--- src/hdl/lsuPkg.sv ---
/*
  Load/store unit shared definitions
  Widths, access codes, control struct, DTIM geometry and the byte swapper
*/

package lsuPkg;

  ////////////////////////////////////////
  // Data path widths
  ////////////////////////////////////////

  localparam int Xlen      = 32;              // Data and address width
  localparam int ByteLanes = Xlen / 8;        // Bytes per word

  typedef logic [Xlen-1:0]      xlenT;        // Data or address word
  typedef logic [ByteLanes-1:0] byteMaskT;    // One write enable per byte lane

  ////////////////////////////////////////
  // Access control codes
  ////////////////////////////////////////

  // Bit 1 read, bit 0 write
  typedef logic [1:0] memRwT;

  // Low two bits size, top bit marks an unsigned load
  typedef logic [2:0] funct3T;

  localparam logic [1:0] SizeByte = 2'b00;
  localparam logic [1:0] SizeHalf = 2'b01;
  localparam logic [1:0] SizeWord = 2'b10;

  typedef logic [1:0] atomicT;

  localparam atomicT AtomicNone = 2'b00;     // Plain load or store
  localparam atomicT AtomicLr   = 2'b01;     // Load reserved
  localparam atomicT AtomicSc   = 2'b10;     // Store conditional

  // All memory-stage control in one word
  typedef struct packed {
    memRwT  memRw;
    funct3T funct3;
    atomicT atomic;
    logic   bigEndian;                       // Swap byte order on this access
  } lsuCtrlT;

  ////////////////////////////////////////
  // DTIM geometry
  ////////////////////////////////////////

  localparam xlenT DtimBase    = 32'h8000_0000;
  localparam int   DtimWords   = 256;
  localparam int   DtimAdrBits = $clog2(DtimWords);

  typedef logic [DtimAdrBits-1:0] dtimAdrT;  // Word index into DTIM

  ////////////////////////////////////////
  // Helpers
  ////////////////////////////////////////

  // Reverse the byte order of a word
  function automatic xlenT byteSwap(input xlenT Din);
    xlenT Dout;
    for (int i = 0; i < ByteLanes; i++) begin
      Dout[8*i +: 8] = Din[8*(ByteLanes-1-i) +: 8];  // Lane i takes the mirror lane
    end
    return Dout;
  endfunction

endpackage
--- src/hdl/loadFormat.sv ---
/*
  Load data formatter and M-to-W read data register
  Endian swap, subword select, sign or zero extension
*/

`timescale 1ns/1ps

module loadFormat (
  input  logic            clk,
  input  logic            rst,
  input  logic            StallW,
  input  lsuPkg::lsuCtrlT CtrlM,
  input  logic [1:0]      AdrLowM,                  // Byte offset in the word
  input  lsuPkg::xlenT    RdWordM,                  // Raw word from DTIM
  output lsuPkg::xlenT    ReadDataW
);

  lsuPkg::xlenT WordM;                              // Word in little-endian order
  logic [1:0]   SwizzleM;                           // Offset correction for big endian
  logic [1:0]   OffM;
  logic [7:0]   ByteM;
  logic [15:0]  HalfM;
  logic         UnsignedM;
  lsuPkg::xlenT LoadDataM;

  ////////////////////////////////////////
  // Endian correction
  ////////////////////////////////////////

  assign WordM = CtrlM.bigEndian ? lsuPkg::byteSwap(RdWordM) : RdWordM;

  // The full swap mirrors the lanes, so the offset mirrors too
  always_comb begin
    SwizzleM = 2'b00;
    if (CtrlM.bigEndian) begin
      case (CtrlM.funct3[1:0])
        lsuPkg::SizeByte: SwizzleM = 2'b11;
        lsuPkg::SizeHalf: SwizzleM = 2'b10;
        default:          SwizzleM = 2'b00;         // Word needs no correction
      endcase
    end
  end

  assign OffM = AdrLowM ^ SwizzleM;

  ////////////////////////////////////////
  // Subword select and extension
  ////////////////////////////////////////

  assign ByteM     = WordM[{OffM, 3'b000} +: 8];
  assign HalfM     = WordM[{OffM[1], 4'b0000} +: 16];
  assign UnsignedM = CtrlM.funct3[2];               // LBU and LHU

  always_comb begin
    case (CtrlM.funct3[1:0])
      lsuPkg::SizeByte: LoadDataM = {{24{ByteM[7] & ~UnsignedM}}, ByteM};
      lsuPkg::SizeHalf: LoadDataM = {{16{HalfM[15] & ~UnsignedM}}, HalfM};
      default:          LoadDataM = WordM;
    endcase
  end

  ////////////////////////////////////////
  // M to W register
  ////////////////////////////////////////

  always_ff @(posedge clk) begin
    if (rst) begin
      ReadDataW <= '0;
    end else if (CtrlM.memRw[1] && !StallW) begin
      ReadDataW <= LoadDataM;                       // Only loads update it
    end
  end

endmodule

--- config.mk ---
export PLATFORM = sky130hd
export DESIGN_NAME = loadFormat
export DESIGN_NICKNAME = d
export VERILOG_FILES = /design/src/hdl/lsuPkg.sv /design/src/hdl/loadFormat.sv
export SDC_FILE = /design/constraint.sdc
export NUM_CORES = 1
export LEC_CHECK = 0
export BUFFER_PORTS_ARGS = -buffer_cell sky130_fd_sc_hd__buf_2
export CORE_MARGIN = 2
export CORE_UTILIZATION = 35
export DETAILED_ROUTE_END_ITERATION = 8
export REMOVE_ABC_BUFFERS = 1
export SYNTH_ARGS = -nofsm -noshare
export SYNTH_HDL_FRONTEND = slang
export SYNTH_SLANG_ARGS = --single-unit
--- constraint.sdc ---
create_clock -name clk -period 3.65 [get_ports clk]
set_clock_uncertainty 0.15 [all_clocks]
set_input_delay 0.1825 -clock clk [delete_from_list [all_inputs] [get_ports clk]]
set_output_delay 0.1825 -clock clk [all_outputs]
set_load 0.1 [all_outputs]
### After elaboration in Yosys (flattened, before gate mapping)

Index checks and enable logic that the tools add are counted.

| word-level totals | value |
|---|---|
| bits in registers | 32 |
| output and inout bits | 32 |

| cells by class | value |
|---|---|
| bitwise operators | 4 |
| equal/unequal tests | 1 |
| muxes and demuxes | 4 |
| shifts and indexed selects | 2 |
| reductions and logical operators | 3 |

Operator list:

| operator | count |
|---|---|
| 32-bit one-hot mux with 2 select lines | 1 |
| 32-bit 2-to-1 mux | 1 |
| 32-bit by 6-bit variable part select with 16-bit output | 1 |
| 32-bit by 6-bit variable part select with 8-bit output | 1 |
| 2-bit one-hot mux with 2 select lines | 1 |
| 1-bit bitwise AND | 2 |
| 2-bit by 1-bit equality test with 1-bit output (second input constant) | 1 |
| 2-bit zero test | 1 |
| 2-bit 2-to-1 mux | 1 |
| 2-bit XOR | 1 |
| 1-bit logical AND | 1 |
| 1-bit zero test | 1 |
| 1-bit NOT | 1 |

### Depth between registers and ports, before layout

Gate-level depths: netlist of the first run.

| logic depth | value |
|---|---|
| depth after elaboration | 7 |
| depth in mapped cells | 8 |
| depth with buffers taken out | 5 |

### Least setup slack after synthesis of the first run

OpenSTA, ideal clock, no wires.

| timing | value |
|---|---|
| path type | input -> register |
| from | input port AdrLowM[1] |
| to | register ReadDataW[4] |
| data arrival time | 1578 ps |
| setup time | 62 ps |
| slack | 1860 ps |
| path buffers | 1 |
| required time | 3438 ps |
| stages | 6 |
| cells stage by stage | buf_2 > inv_2 > xnor2_4 > mux4_2 > nor3_2 > o221a_1 |

| between the ends | value |
|---|---|
| word-level cells in the longest chain between the ends | 3 |
| elaborated cells on any way between the ends | 4 |

RTL lines:

| element | line | RTL |
|---|---|---|
| from (decl) | loadFormat.sv:13 | `input logic [1:0] AdrLowM,` |
| 2-bit XOR * | loadFormat.sv:44 | `assign OffM = AdrLowM ^ SwizzleM;` |
| 32-bit by 6-bit variable part select with 16-bit output or 32-bit by 6-bit variable part select with 8-bit output (tied branches) | loadFormat.sv:51, loadFormat.sv:50 |  |
| 32-bit one-hot mux with 2 select lines * | loadFormat.sv:55 | `case (CtrlM.funct3[1:0])` |
| to (signal assigned) | loadFormat.sv:70 | `ReadDataW <= LoadDataM;` |
| to (decl) | loadFormat.sv:15 | `output lsuPkg::xlenT ReadDataW` |

Mark *: on every way between the ends. The rest lies on a longest branch, timed or not.
A chain may end at the register's enable or synchronous reset.

### Worst setup path after layout of the first run

| timing | value |
|---|---|
| from | input port CtrlM[0] (netlist name) |
| to | register ReadDataW[5] |

| between the ends | value |
|---|---|
| word-level cells in the longest chain between the ends | 4 |
| elaborated cells on any way between the ends | 6 |

RTL lines:

| element | line | RTL |
|---|---|---|
| from (decl) | loadFormat.sv:12 | `input lsuPkg::lsuCtrlT CtrlM,` |
| 2-bit 2-to-1 mux | loadFormat.sv:35 | `if (CtrlM.bigEndian) begin` |
| 2-bit XOR | loadFormat.sv:44 |  |
| 32-bit by 6-bit variable part select with 16-bit output or 32-bit by 6-bit variable part select with 8-bit output (tied branches) | loadFormat.sv:51, loadFormat.sv:50 |  |
| 32-bit one-hot mux with 2 select lines * | loadFormat.sv:55 |  |

Marked as above.

==> run_results.csv, run 1 <==
group,metric,value,unit
detailed_routing,first_pass_iters,4,
layout,area_delta_synth_final,18.6,%
detailed_routing,ant_nets,0,
global_routing,grt_pass1_vias,2156,
flow_run,maxCapViolCount,0,
die,initial_utilization,36.4,%
timing,period_needed,2.14,ns
critical_path,setup.worst_path.end_class,"register",
power_and_ir_drop,pwr_density_cell,363,nW/um^2
die,die-area,7800,um^2
clock_tree,clk_latency,0.28,ns
layout,final_nets,393,
clock_tree,cts_root_buffer,"clkbuf_8",
clock_tree,cts_made_buffers,5,
die,die_w,88.3,um
die,pin_count,77,
logic_synthesis,syn_area,2490,um^2
die,core,6830,um^2
critical_path,cp.arrival,2.16,ns
global_routing,antenna_found_initial,0,
timing,max_freq,0.468,GHz
layout,multi_input_area,1680,um^2
clock_tree,cts.clk_slew.worst_paths,0.07,ns
layout,antenna_cells,0,
logic_synthesis,avgSynthCellArea,8.61,um^2
power_and_ir_drop,leakagePower,1.23,nW
logic_synthesis,synthTopCellsByCount,"38 x a211oi_1, 33 x mux2i_1, 32 x dfxtp_1",
outcome,status,"completed",
layout,largest_reg_flops,32,
layout,fill_cells,712,
critical_path,slowest_stage,"buf_2",
critical_path,r2r_setup_slack,2.72,ns
clock_tree,holdBufCountCts,0,
power_and_ir_drop,p_total,1.07,mW
layout,top_regs,"ReadDataW x32",
clock_tree,cts_tree,"built",
logic_synthesis,syn_inst,289,
timing,setup_viol,0,
logic_synthesis,yosys-top-cells-area,"dfxtp_1 26%, mux2i_1 13%, a211oi_1 11%, a21oi_1 4.8%, nand2b_1 4.8%",
timing,slew_viol_final,0,
clock_tree,cts_buffer_depth,2,
clock_tree,post-cts-setup-buffers,0,
clock_tree,postCtsResizedCells,0,
critical_path,critPathRequiredTime,3.67,ns
detailed_routing,wl,7040,um
global_routing,grt_max_degree,52,
logic_synthesis,synth_most_common_cell,"a211oi_1",
global_routing,grt_pass1_wl,11000,um
timing,final_hold_viol_count,0,
layout,drive_gt1_share,29.9,%
logic_synthesis,synth.distinct_cells,49,
power_and_ir_drop,peakVddDrop,0.120,mV
timing,relSlewSlack,32.9,%
die,die_y,88.3,um
logic_synthesis,ys_seq_area_share,25.8,%
critical_path,cpPeakStageDelay,0.59,ns
clock_tree,htreeDepth,2,
critical_path,crit_path_start_kind,"input port",
timing,rsz0062_at_grt,"false",
place,portBuffers,73,
place,dp_hpwl,5170,um
critical_path,cp_max_fo,32,
layout,seqCellArea,641,um^2
critical_path,crit_chain,"buf_2 -> buf_4 -> mux2i_1 -> mux4_2 -> nor3_2 -> o221a_1",
detailed_routing,drt-initial-drc-count,97,
logic_synthesis,synthArstFlopShare,0,%
global_routing,gr-total-overflow,0,
detailed_routing,post-route-drc-count,0,
critical_path,critical_path_class,"in -> reg",
timing,tns,0,ns
logic_synthesis,synth_largest_area_cell,"dfxtp_1",
detailed_routing,wl_per_cell,15.9,um
die,rows,30,
logic_synthesis,ys.flop_type,"dfxtp_1",
place,gp_congestion,0.780,
logic_synthesis,synth-seq-cells,32,
logic_synthesis,yosysWarnings,0,
worst_hold_path,hold_class,"in -> reg",
clock_tree,clock-sinks,32,
global_routing,grt_usage,18.1,%
timing,tightest_slew,1.01,ns
detailed_routing,via_count,2479,
timing,period_share,58.5,%
layout,largest-register,"ReadDataW",
logic_synthesis,yosys.area.top_type_share,25.8,%
detailed_routing,via_per_inst,5.58,
logic_synthesis,synth_edf_count,0,
[where the power goes]
part | switching [mW] | leakage, nW | internal [mW]
combinational | 0.307 | 0.922 | 0.125
clock | 0.127 | 0.0410 | 0.129
sequential | 0.0116 | 0.262 | 0.371
[layout by cell type (no fill, tap or decap), types with 2 or more instances in the layout]
| cell | n |
|---|---|
| nor3_2 | 4 |
| nor4_1 | 4 |
| clkbuf_8 | 5 |
| nor2_1 | 12 |
| o221a_1 | 3 |
| nand2b_1 | 19 |
| xnor2_1 | 3 |
| nand3_1 | 4 |
| a221oi_1 | 3 |
| o221ai_1 | 3 |
| a2bb2oi_1 | 4 |
| nor3b_1 | 2 |
| a21oi_1 | 24 |
| a31oi_1 | 3 |
| nor2b_1 | 5 |
| o22ai_1 | 5 |
| nand2_1 | 8 |
| mux2i_1 | 33 |
| o21ai_0 | 13 |
| nor3_1 | 6 |
| inv_1 | 4 |
| a211oi_1 | 38 |
| buf_4 | 6 |
| a22o_1 | 3 |
| mux4_2 | 3 |
| mux2_2 | 5 |
| dfxtp_1 | 32 |
| buf_2 | 73 |
[final timing paths]
kind                   to          from  depth (start not counted)
min          ReadDataW[1]    RdWordM[1]                          4
max reg2reg  ReadDataW[8]  ReadDataW[8]                          2
max          ReadDataW[5]      CtrlM[0]                          6
min reg2reg  ReadDataW[2]  ReadDataW[2]                          2
[metrics by stage]
step	instances	util [%]	cell area (um^2)	hold WS, ns	worst slack [ns]
after floorplan	262	-	2340	0.105	1.76
after global placement	437	42.1	2870	0.305	1.21
after global routing	444	43.2	2950	0.124	1.36
after CTS	444	43.2	2950	0.0967	1.49
after detailed placement	437	42.1	2870	0.309	1.20
final	444	43.2	2950	0.0967	1.51
[kinds of logic (layout without fill, tap and decap cells)]
| family | after synthesis | after routing | synth area share [%] |
|---|---|---|---|
| flops | 32 | 32 | 25.8 |
| mux | 41 | 41 | 18.3 |
| simple gates | 70 | 70 | 16.2 |
| compound gates | 109 | 109 | 30.6 |
| xor+xnor | 5 | 5 | 2.52 |
| buf+inv | 32 | 91 | 6.59 |
[final cells by class]
class	instances	share of cell area [%]
Timing Repair Buffer	79	13.9
Clock inverter	1	0.170
Clock buffer	6	2.46
Tap cell	96	4.07
Inverter	5	0.636
Multi-Input combinational cell	225	57.0
Sequential cell	32	21.7
[routing by layer]
layer / up-vias / wire length, um / global-route usage, %
met5: - / 0 / 0
li1: 1231 / - / -
met2: 78 / 3280 / 28.5
met3: 8 / 401 / 2.24
met1: 1162 / 3280 / 25.9
met4: 0 / 82 / 5.23
[critical path, delay by kind of cell]
| family | cells | cell delay, ns |
|---|---|---|
| AO/OA/AOI/OAI | 1 | 0.22 |
| buffers and inverters | 2 | 0.97 |
| multiplexers | 2 | 0.72 |
| AND/OR/NAND/NOR | 1 | 0.04 |
(Power assumes the default switching activity.)
==> inputs of run 2 (changes only) <==
- clock period: 3.65 -> 2.2 ns (I/O delays scaled with it)
==> run 2 against run 1 <==
  * Cell count up 1.8%
  * Count of clock-buffer cells in the layout up 1
  * Critical endpoint is now ReadDataW[29]
  * Non-clock buffer count rose by 7
  * Register-to-register slack lost 1.4 ns
  * Largest power group unchanged
==> run_results.csv, run 2 (synthesis gave the netlist of run 1 again) <==
group,metric,value,unit
outcome,status,"completed",
detailed_routing,post-route-drc-count,0,
clock_tree,clock-sinks,32,
timing,tns,0,ns
critical_path,r2r_setup_slack,1.30,ns
layout,top_regs,"ReadDataW x32",
timing,final_hold_viol_count,0,
worst_hold_path,hold_class,"in -> reg",
layout,largest_reg_flops,32,
critical_path,r2r_end,"ReadDataW[9]",
clock_tree,clk_latency,0.28,ns
detailed_routing,via_per_inst,5.54,
detailed_routing,wl,7210,um
clock_tree,postCtsResizedCells,0,
place,gp_congestion,0.811,
timing,period_needed,1.77,ns
clock_tree,cts_buffer_depth,2,
global_routing,antenna_found_initial,0,
timing,relSlewSlack,64.4,%
place,portBuffers,73,
clock_tree,cts_tree,"built",
detailed_routing,first_pass_iters,4,
global_routing,grt_max_degree,40,
place,preCtsSetupSlack,0.133,ns
global_routing,gr-total-overflow,0,
clock_tree,holdBufCountCts,0,
detailed_routing,wl_per_cell,16.0,um
timing,period_share,80.5,%
die,pin_count,77,
timing,tightest_slew,0.533,ns
critical_path,critPathCapture,"ReadDataW[29]",
timing,setup_slack,0.429,ns
critical_path,cp.arrival,1.76,ns
flow_run,maxCapViolCount,0,
critical_path,critical_path_class,"in -> reg",
die,die-area,7800,um^2
power_and_ir_drop,pwr_density_cell,654,nW/um^2
timing,setup_viol,0,
global_routing,grt_usage,18.5,%
die,die_y,88.3,um
layout,largest-register,"ReadDataW",
clock_tree,cts.clk_slew.worst_paths,0.07,ns
detailed_routing,drt-initial-drc-count,89,
layout,final_nets,400,
layout,instances_no_fill,452,
die,core,6830,um^2
timing,slew_viol_final,0,
place,dp.cells,444,
die,rows,30,
critical_path,crit_path_start_kind,"input port",
layout,area_delta_synth_final,22.7,%
clock_tree,cts_root_buffer,"clkbuf_8",
critical_path,setup.worst_path.end_class,"register",
critical_path,r2r_start,"ReadDataW[9]",
detailed_routing,via_count,2504,
critical_path,startpoint,"CtrlM[4]",
layout,antenna_cells,0,
clock_tree,cts_made_buffers,5,
layout,final_common_cell,"buf_2",
power_and_ir_drop,p_total,2.00,mW
detailed_routing,ant_nets,0,
die,die_w,88.3,um
critical_path,worstRegToRegCells,2,
layout,final_cell_mix,"73 x buf_2, 38 x a211oi_1, 33 x mux2i_1, 32 x dfxtp_1, 24 x a21oi_1",
clock_tree,htreeDepth,2,
layout,drive_gt1_share,31.7,%
clock_tree,post-cts-setup-buffers,0,
timing,rsz0062_at_grt,"false",
layout,fill_cells,716,
die,initial_utilization,36.4,%
global_routing,grt_pass1_wl,11300,um
power_and_ir_drop,peakVddDrop,0.253,mV
place,dp_hpwl,5310,um
global_routing,grt_pass1_vias,2178,
timing,max_freq,0.565,GHz
power_and_ir_drop,leakagePower,1.28,nW
critical_path,cp_max_fo,16,
critical_path,critPathRequiredTime,2.19,ns
==> run 2: how the worst min path moves through the flow <==
stage / start / end / slack, ns / cells after the start
floorplan: rst / ReadDataW[17] / 0.03 / 1
finish: RdWordM[1] / ReadDataW[1] / 0.02 / 4
global route: RdWordM[0] / ReadDataW[0] / 0.05 / 4
global placement: ReadDataW[2] / ReadDataW[2] / 0.30 / 2
CTS: RdWordM[1] / ReadDataW[1] / 0.03 / 4
detailed placement: ReadDataW[2] / ReadDataW[2] / 0.31 / 2
==> run 2: cell type report <==
| type | count | area, um^2 | share of cell area, % |
|---|---|---|---|
| Clock buffer | 7 | 96.3 | 3.16 |
| Multi-Input combinational cell | 225 | 1680 | 55.1 |
| Sequential cell | 32 | 641 | 21.0 |
| Tap cell | 96 | 120 | 3.94 |
| Clock inverter | 1 | 30.0 | 0.984 |
| Timing Repair Buffer | 86 | 463 | 15.2 |
| Inverter | 5 | 18.8 | 0.615 |
==> run 2: report_power, final <==
group | leakage, nW | switching [mW] | internal [mW]
Clock | 0.0645 | 0.233 | 0.400
Sequential | 0.262 | 0.0194 | 0.614
Combinational | 0.956 | 0.515 | 0.215
==> run 2: stage by stage <==
step                      cell area [um^2]  hold WS, ns  util [%]
final                                 3050       0.0214      44.7
after global routing                  3050       0.0510      44.7
after CTS                             3050       0.0288      44.7
after detailed placement              2930        0.312      42.8
after global placement                2930        0.300      42.8
after floorplan                       2340       0.0328         -
==> run 2: metal layers <==
layer / part of all wire, % / vias up / wire, um / global-route usage (%)
li1: - / 1238 / - / -
met1: 47 / 1175 / 3430 / 26.4
met2: 46 / 80 / 3320 / 29.3
met3: 4.8 / 11 / 349 / 3.08
met4: 1.7 / 0 / 121 / 4.55
met5: 0 / - / 0 / 0
==> run 2: worst max-delay path: stages <==
cell	delay [ns]
buf_2	0.18
and2b_4	0.24
xnor2_4	0.39
mux2i_1	0.20
a21boi_4	0.49
a211oi_1	0.14
==> inputs of run 3 (changes only) <==
- clock period: 2.2 -> 1.76 ns (I/O delays scaled with it)
==> run 3 against run 2 <==
  * Cell area up 5.1%
  * Cell count up 4.4%
  * Largest power group unchanged
  * Routed wire length up 3.9%
  * Largest cell class unchanged
  * Power up 24%
  * The run now ends with negative hold slack left
==> run_results.csv, run 3 (synthesis gave the netlist of run 1 again) <==
group,metric,value,unit
die,die_y,88.3,um
global_routing,grt_max_degree,48,
die,pin_count,77,
layout,fill_cells,699,
clock_tree,cts_tree,"built",
critical_path,path_delay_family,"simple AND/OR/NAND/NOR gates",
timing,slew_viol_final,0,
layout,area_delta_synth_final,29.0,%
timing,setup_slack,0.0702,ns
place,portBuffers,73,
timing,rsz0062_at_grt,"false",
timing,relSlewSlack,66.1,%
layout,antenna_cells,0,
layout,drive_gt1_share,35.6,%
outcome,status,"complete, but fails checks",
timing,tightest_slew,0.507,ns
die,die_w,88.3,um
critical_path,path_common_cell,"a211oi_1",
critical_path,crit_path_start_kind,"input port",
clock_tree,htreeDepth,2,
layout,final_common_cell,"buf_2",
place,dp.cells,464,
timing,holdWs,-0.00667,ns
place,place_area,3090,um^2
global_routing,grt_pass1_vias,2399,
die,die-area,7800,um^2
clock_tree,cts_buffer_depth,2,
critical_path,r2r_setup_slack,0.85,ns
timing,period_share,96.0,%
die,core,6830,um^2
critical_path,critPathBufInv,2,
layout,top_regs,"ReadDataW x32",
critical_path,cp.arrival,1.70,ns
layout,final_nets,420,
clock_tree,cts.clk_slew.worst_paths,0.08,ns
timing,period_needed,1.69,ns
detailed_routing,via_count,2575,
outcome,violations,"negative hold slack",
power_and_ir_drop,pwr_density_cell,771,nW/um^2
layout,largest-register,"ReadDataW",
critical_path,cp_max_fo,5,
clock_tree,clk_latency,0.28,ns
layout,instances_no_fill,472,
critical_path,setup.worst_path.end_class,"register",
layout,largest_reg_flops,32,
global_routing,gr-total-overflow,0,
worst_hold_path,hold_class,"in -> reg",
critical_path,cpPeakStageDelay,0.39,ns
detailed_routing,via_per_inst,5.46,
timing,setup_viol,0,
detailed_routing,wl_per_cell,15.9,um
global_routing,grt_usage,19.3,%
detailed_routing,wl,7500,um
die,initial_utilization,36.4,%
detailed_routing,post-route-drc-count,0,
timing,final_hold_viol_count,1,
global_routing,grt_pass1_wl,11800,um
detailed_routing,first_pass_iters,4,
timing,max_freq,0.592,GHz
critical_path,critical_path_class,"in -> reg",
place,preCtsSetupSlack,-0.181,ns
place,gp_congestion,0.816,
flow_run,maxCapViolCount,0,
detailed_routing,ant_nets,0,
detailed_routing,drt-initial-drc-count,104,
clock_tree,clock-sinks,32,
power_and_ir_drop,peakVddDrop,0.267,mV
global_routing,antenna_found_initial,0,
die,rows,30,
layout,post-route-cell-area,3210,um^2
critical_path,crit_chain,"buf_2 -> buf_4 -> or3_1 -> a211oi_1 -> nor4_1 -> nor3_2 -> a211oi_1",
place,dp_hpwl,5660,um
layout,final_cell_mix,"73 x buf_2, 38 x a211oi_1, 33 x mux2i_1, 32 x dfxtp_1, 32 x buf_4",
critical_path,critPathRequiredTime,1.77,ns
power_and_ir_drop,leakagePower,1.38,nW
critical_path,slowest_stage,"or3_1",
clock_tree,cts_root_buffer,"clkbuf_8",
clock_tree,cts_made_buffers,5,
[run 3: per-stage QoR]
step | total power [mW] | hold slack (ns) | util [%] | setup TNS, ns
3_3_place_gp | 1.76 | 0.294 | 45.2 | -3.89
2_1_floorplan | 1.45 | 0.0108 | - | -0.497
5_1_grt | 2.58 | 0.0180 | 47.0 | 0
3_5_place_dp | 1.77 | 0.295 | 45.2 | -4.55
4_1_cts | 2.48 | 0.000243 | 46.8 | 0
6_report | 2.47 | -0.00667 | 47.0 | 0
[run 3: report_power, final]
group          internal (mW)  leakage, nW  total, mW  switching (mW)
Clock                  0.420       0.0552      0.716           0.295
Combinational          0.309         1.06      0.966           0.657
Sequential             0.768        0.262      0.792          0.0236
Total                   1.50         1.38       2.47           0.976
[run 3: final timing paths]
check                     from            end  cells after the start
setup / recovery      CtrlM[4]  ReadDataW[11]                      7
hold / removal      RdWordM[1]   ReadDataW[1]                      4
setup reg to reg  ReadDataW[8]   ReadDataW[8]                      2
hold reg to reg   ReadDataW[2]   ReadDataW[2]                      2
[run 3: layout make-up]
cell class / count / area (um^2) / area share, %
Tap cell: 96 / 120 / 3.74
Timing Repair Buffer: 106 / 626 / 19.5
Clock inverter: 2 / 35.0 / 1.09
Sequential cell: 32 / 641 / 20.0
Multi-Input combinational cell: 225 / 1700 / 52.8
Inverter: 5 / 18.8 / 0.585
Clock buffer: 6 / 72.6 / 2.26
[run 3: metal layers]
metal,wire length [um],vias to the layer above,GRT usage (%),part of all wire (%)
met5,0,-,0,0
met4,77,0,5.65,1.0
met3,297,7,2.52,4.0
met2,3600,72,31.4,48
met1,3530,1215,26.8,47
li1,-,1281,-,-
[run 3: what timing repair did]
action	4_1_cts	5_1_grt
buffers inserted	0	0
gates resized for setup	0	2
endpoints found under the hold margin	0	0
setup endpoints to repair	0	5
hold buffers	0	0
[run 3: worst min-delay path, stage by stage]
cell     delay [ns]
buf_2          0.09
mux2i_1        0.05
nand2_1        0.06
a22o_1         0.12
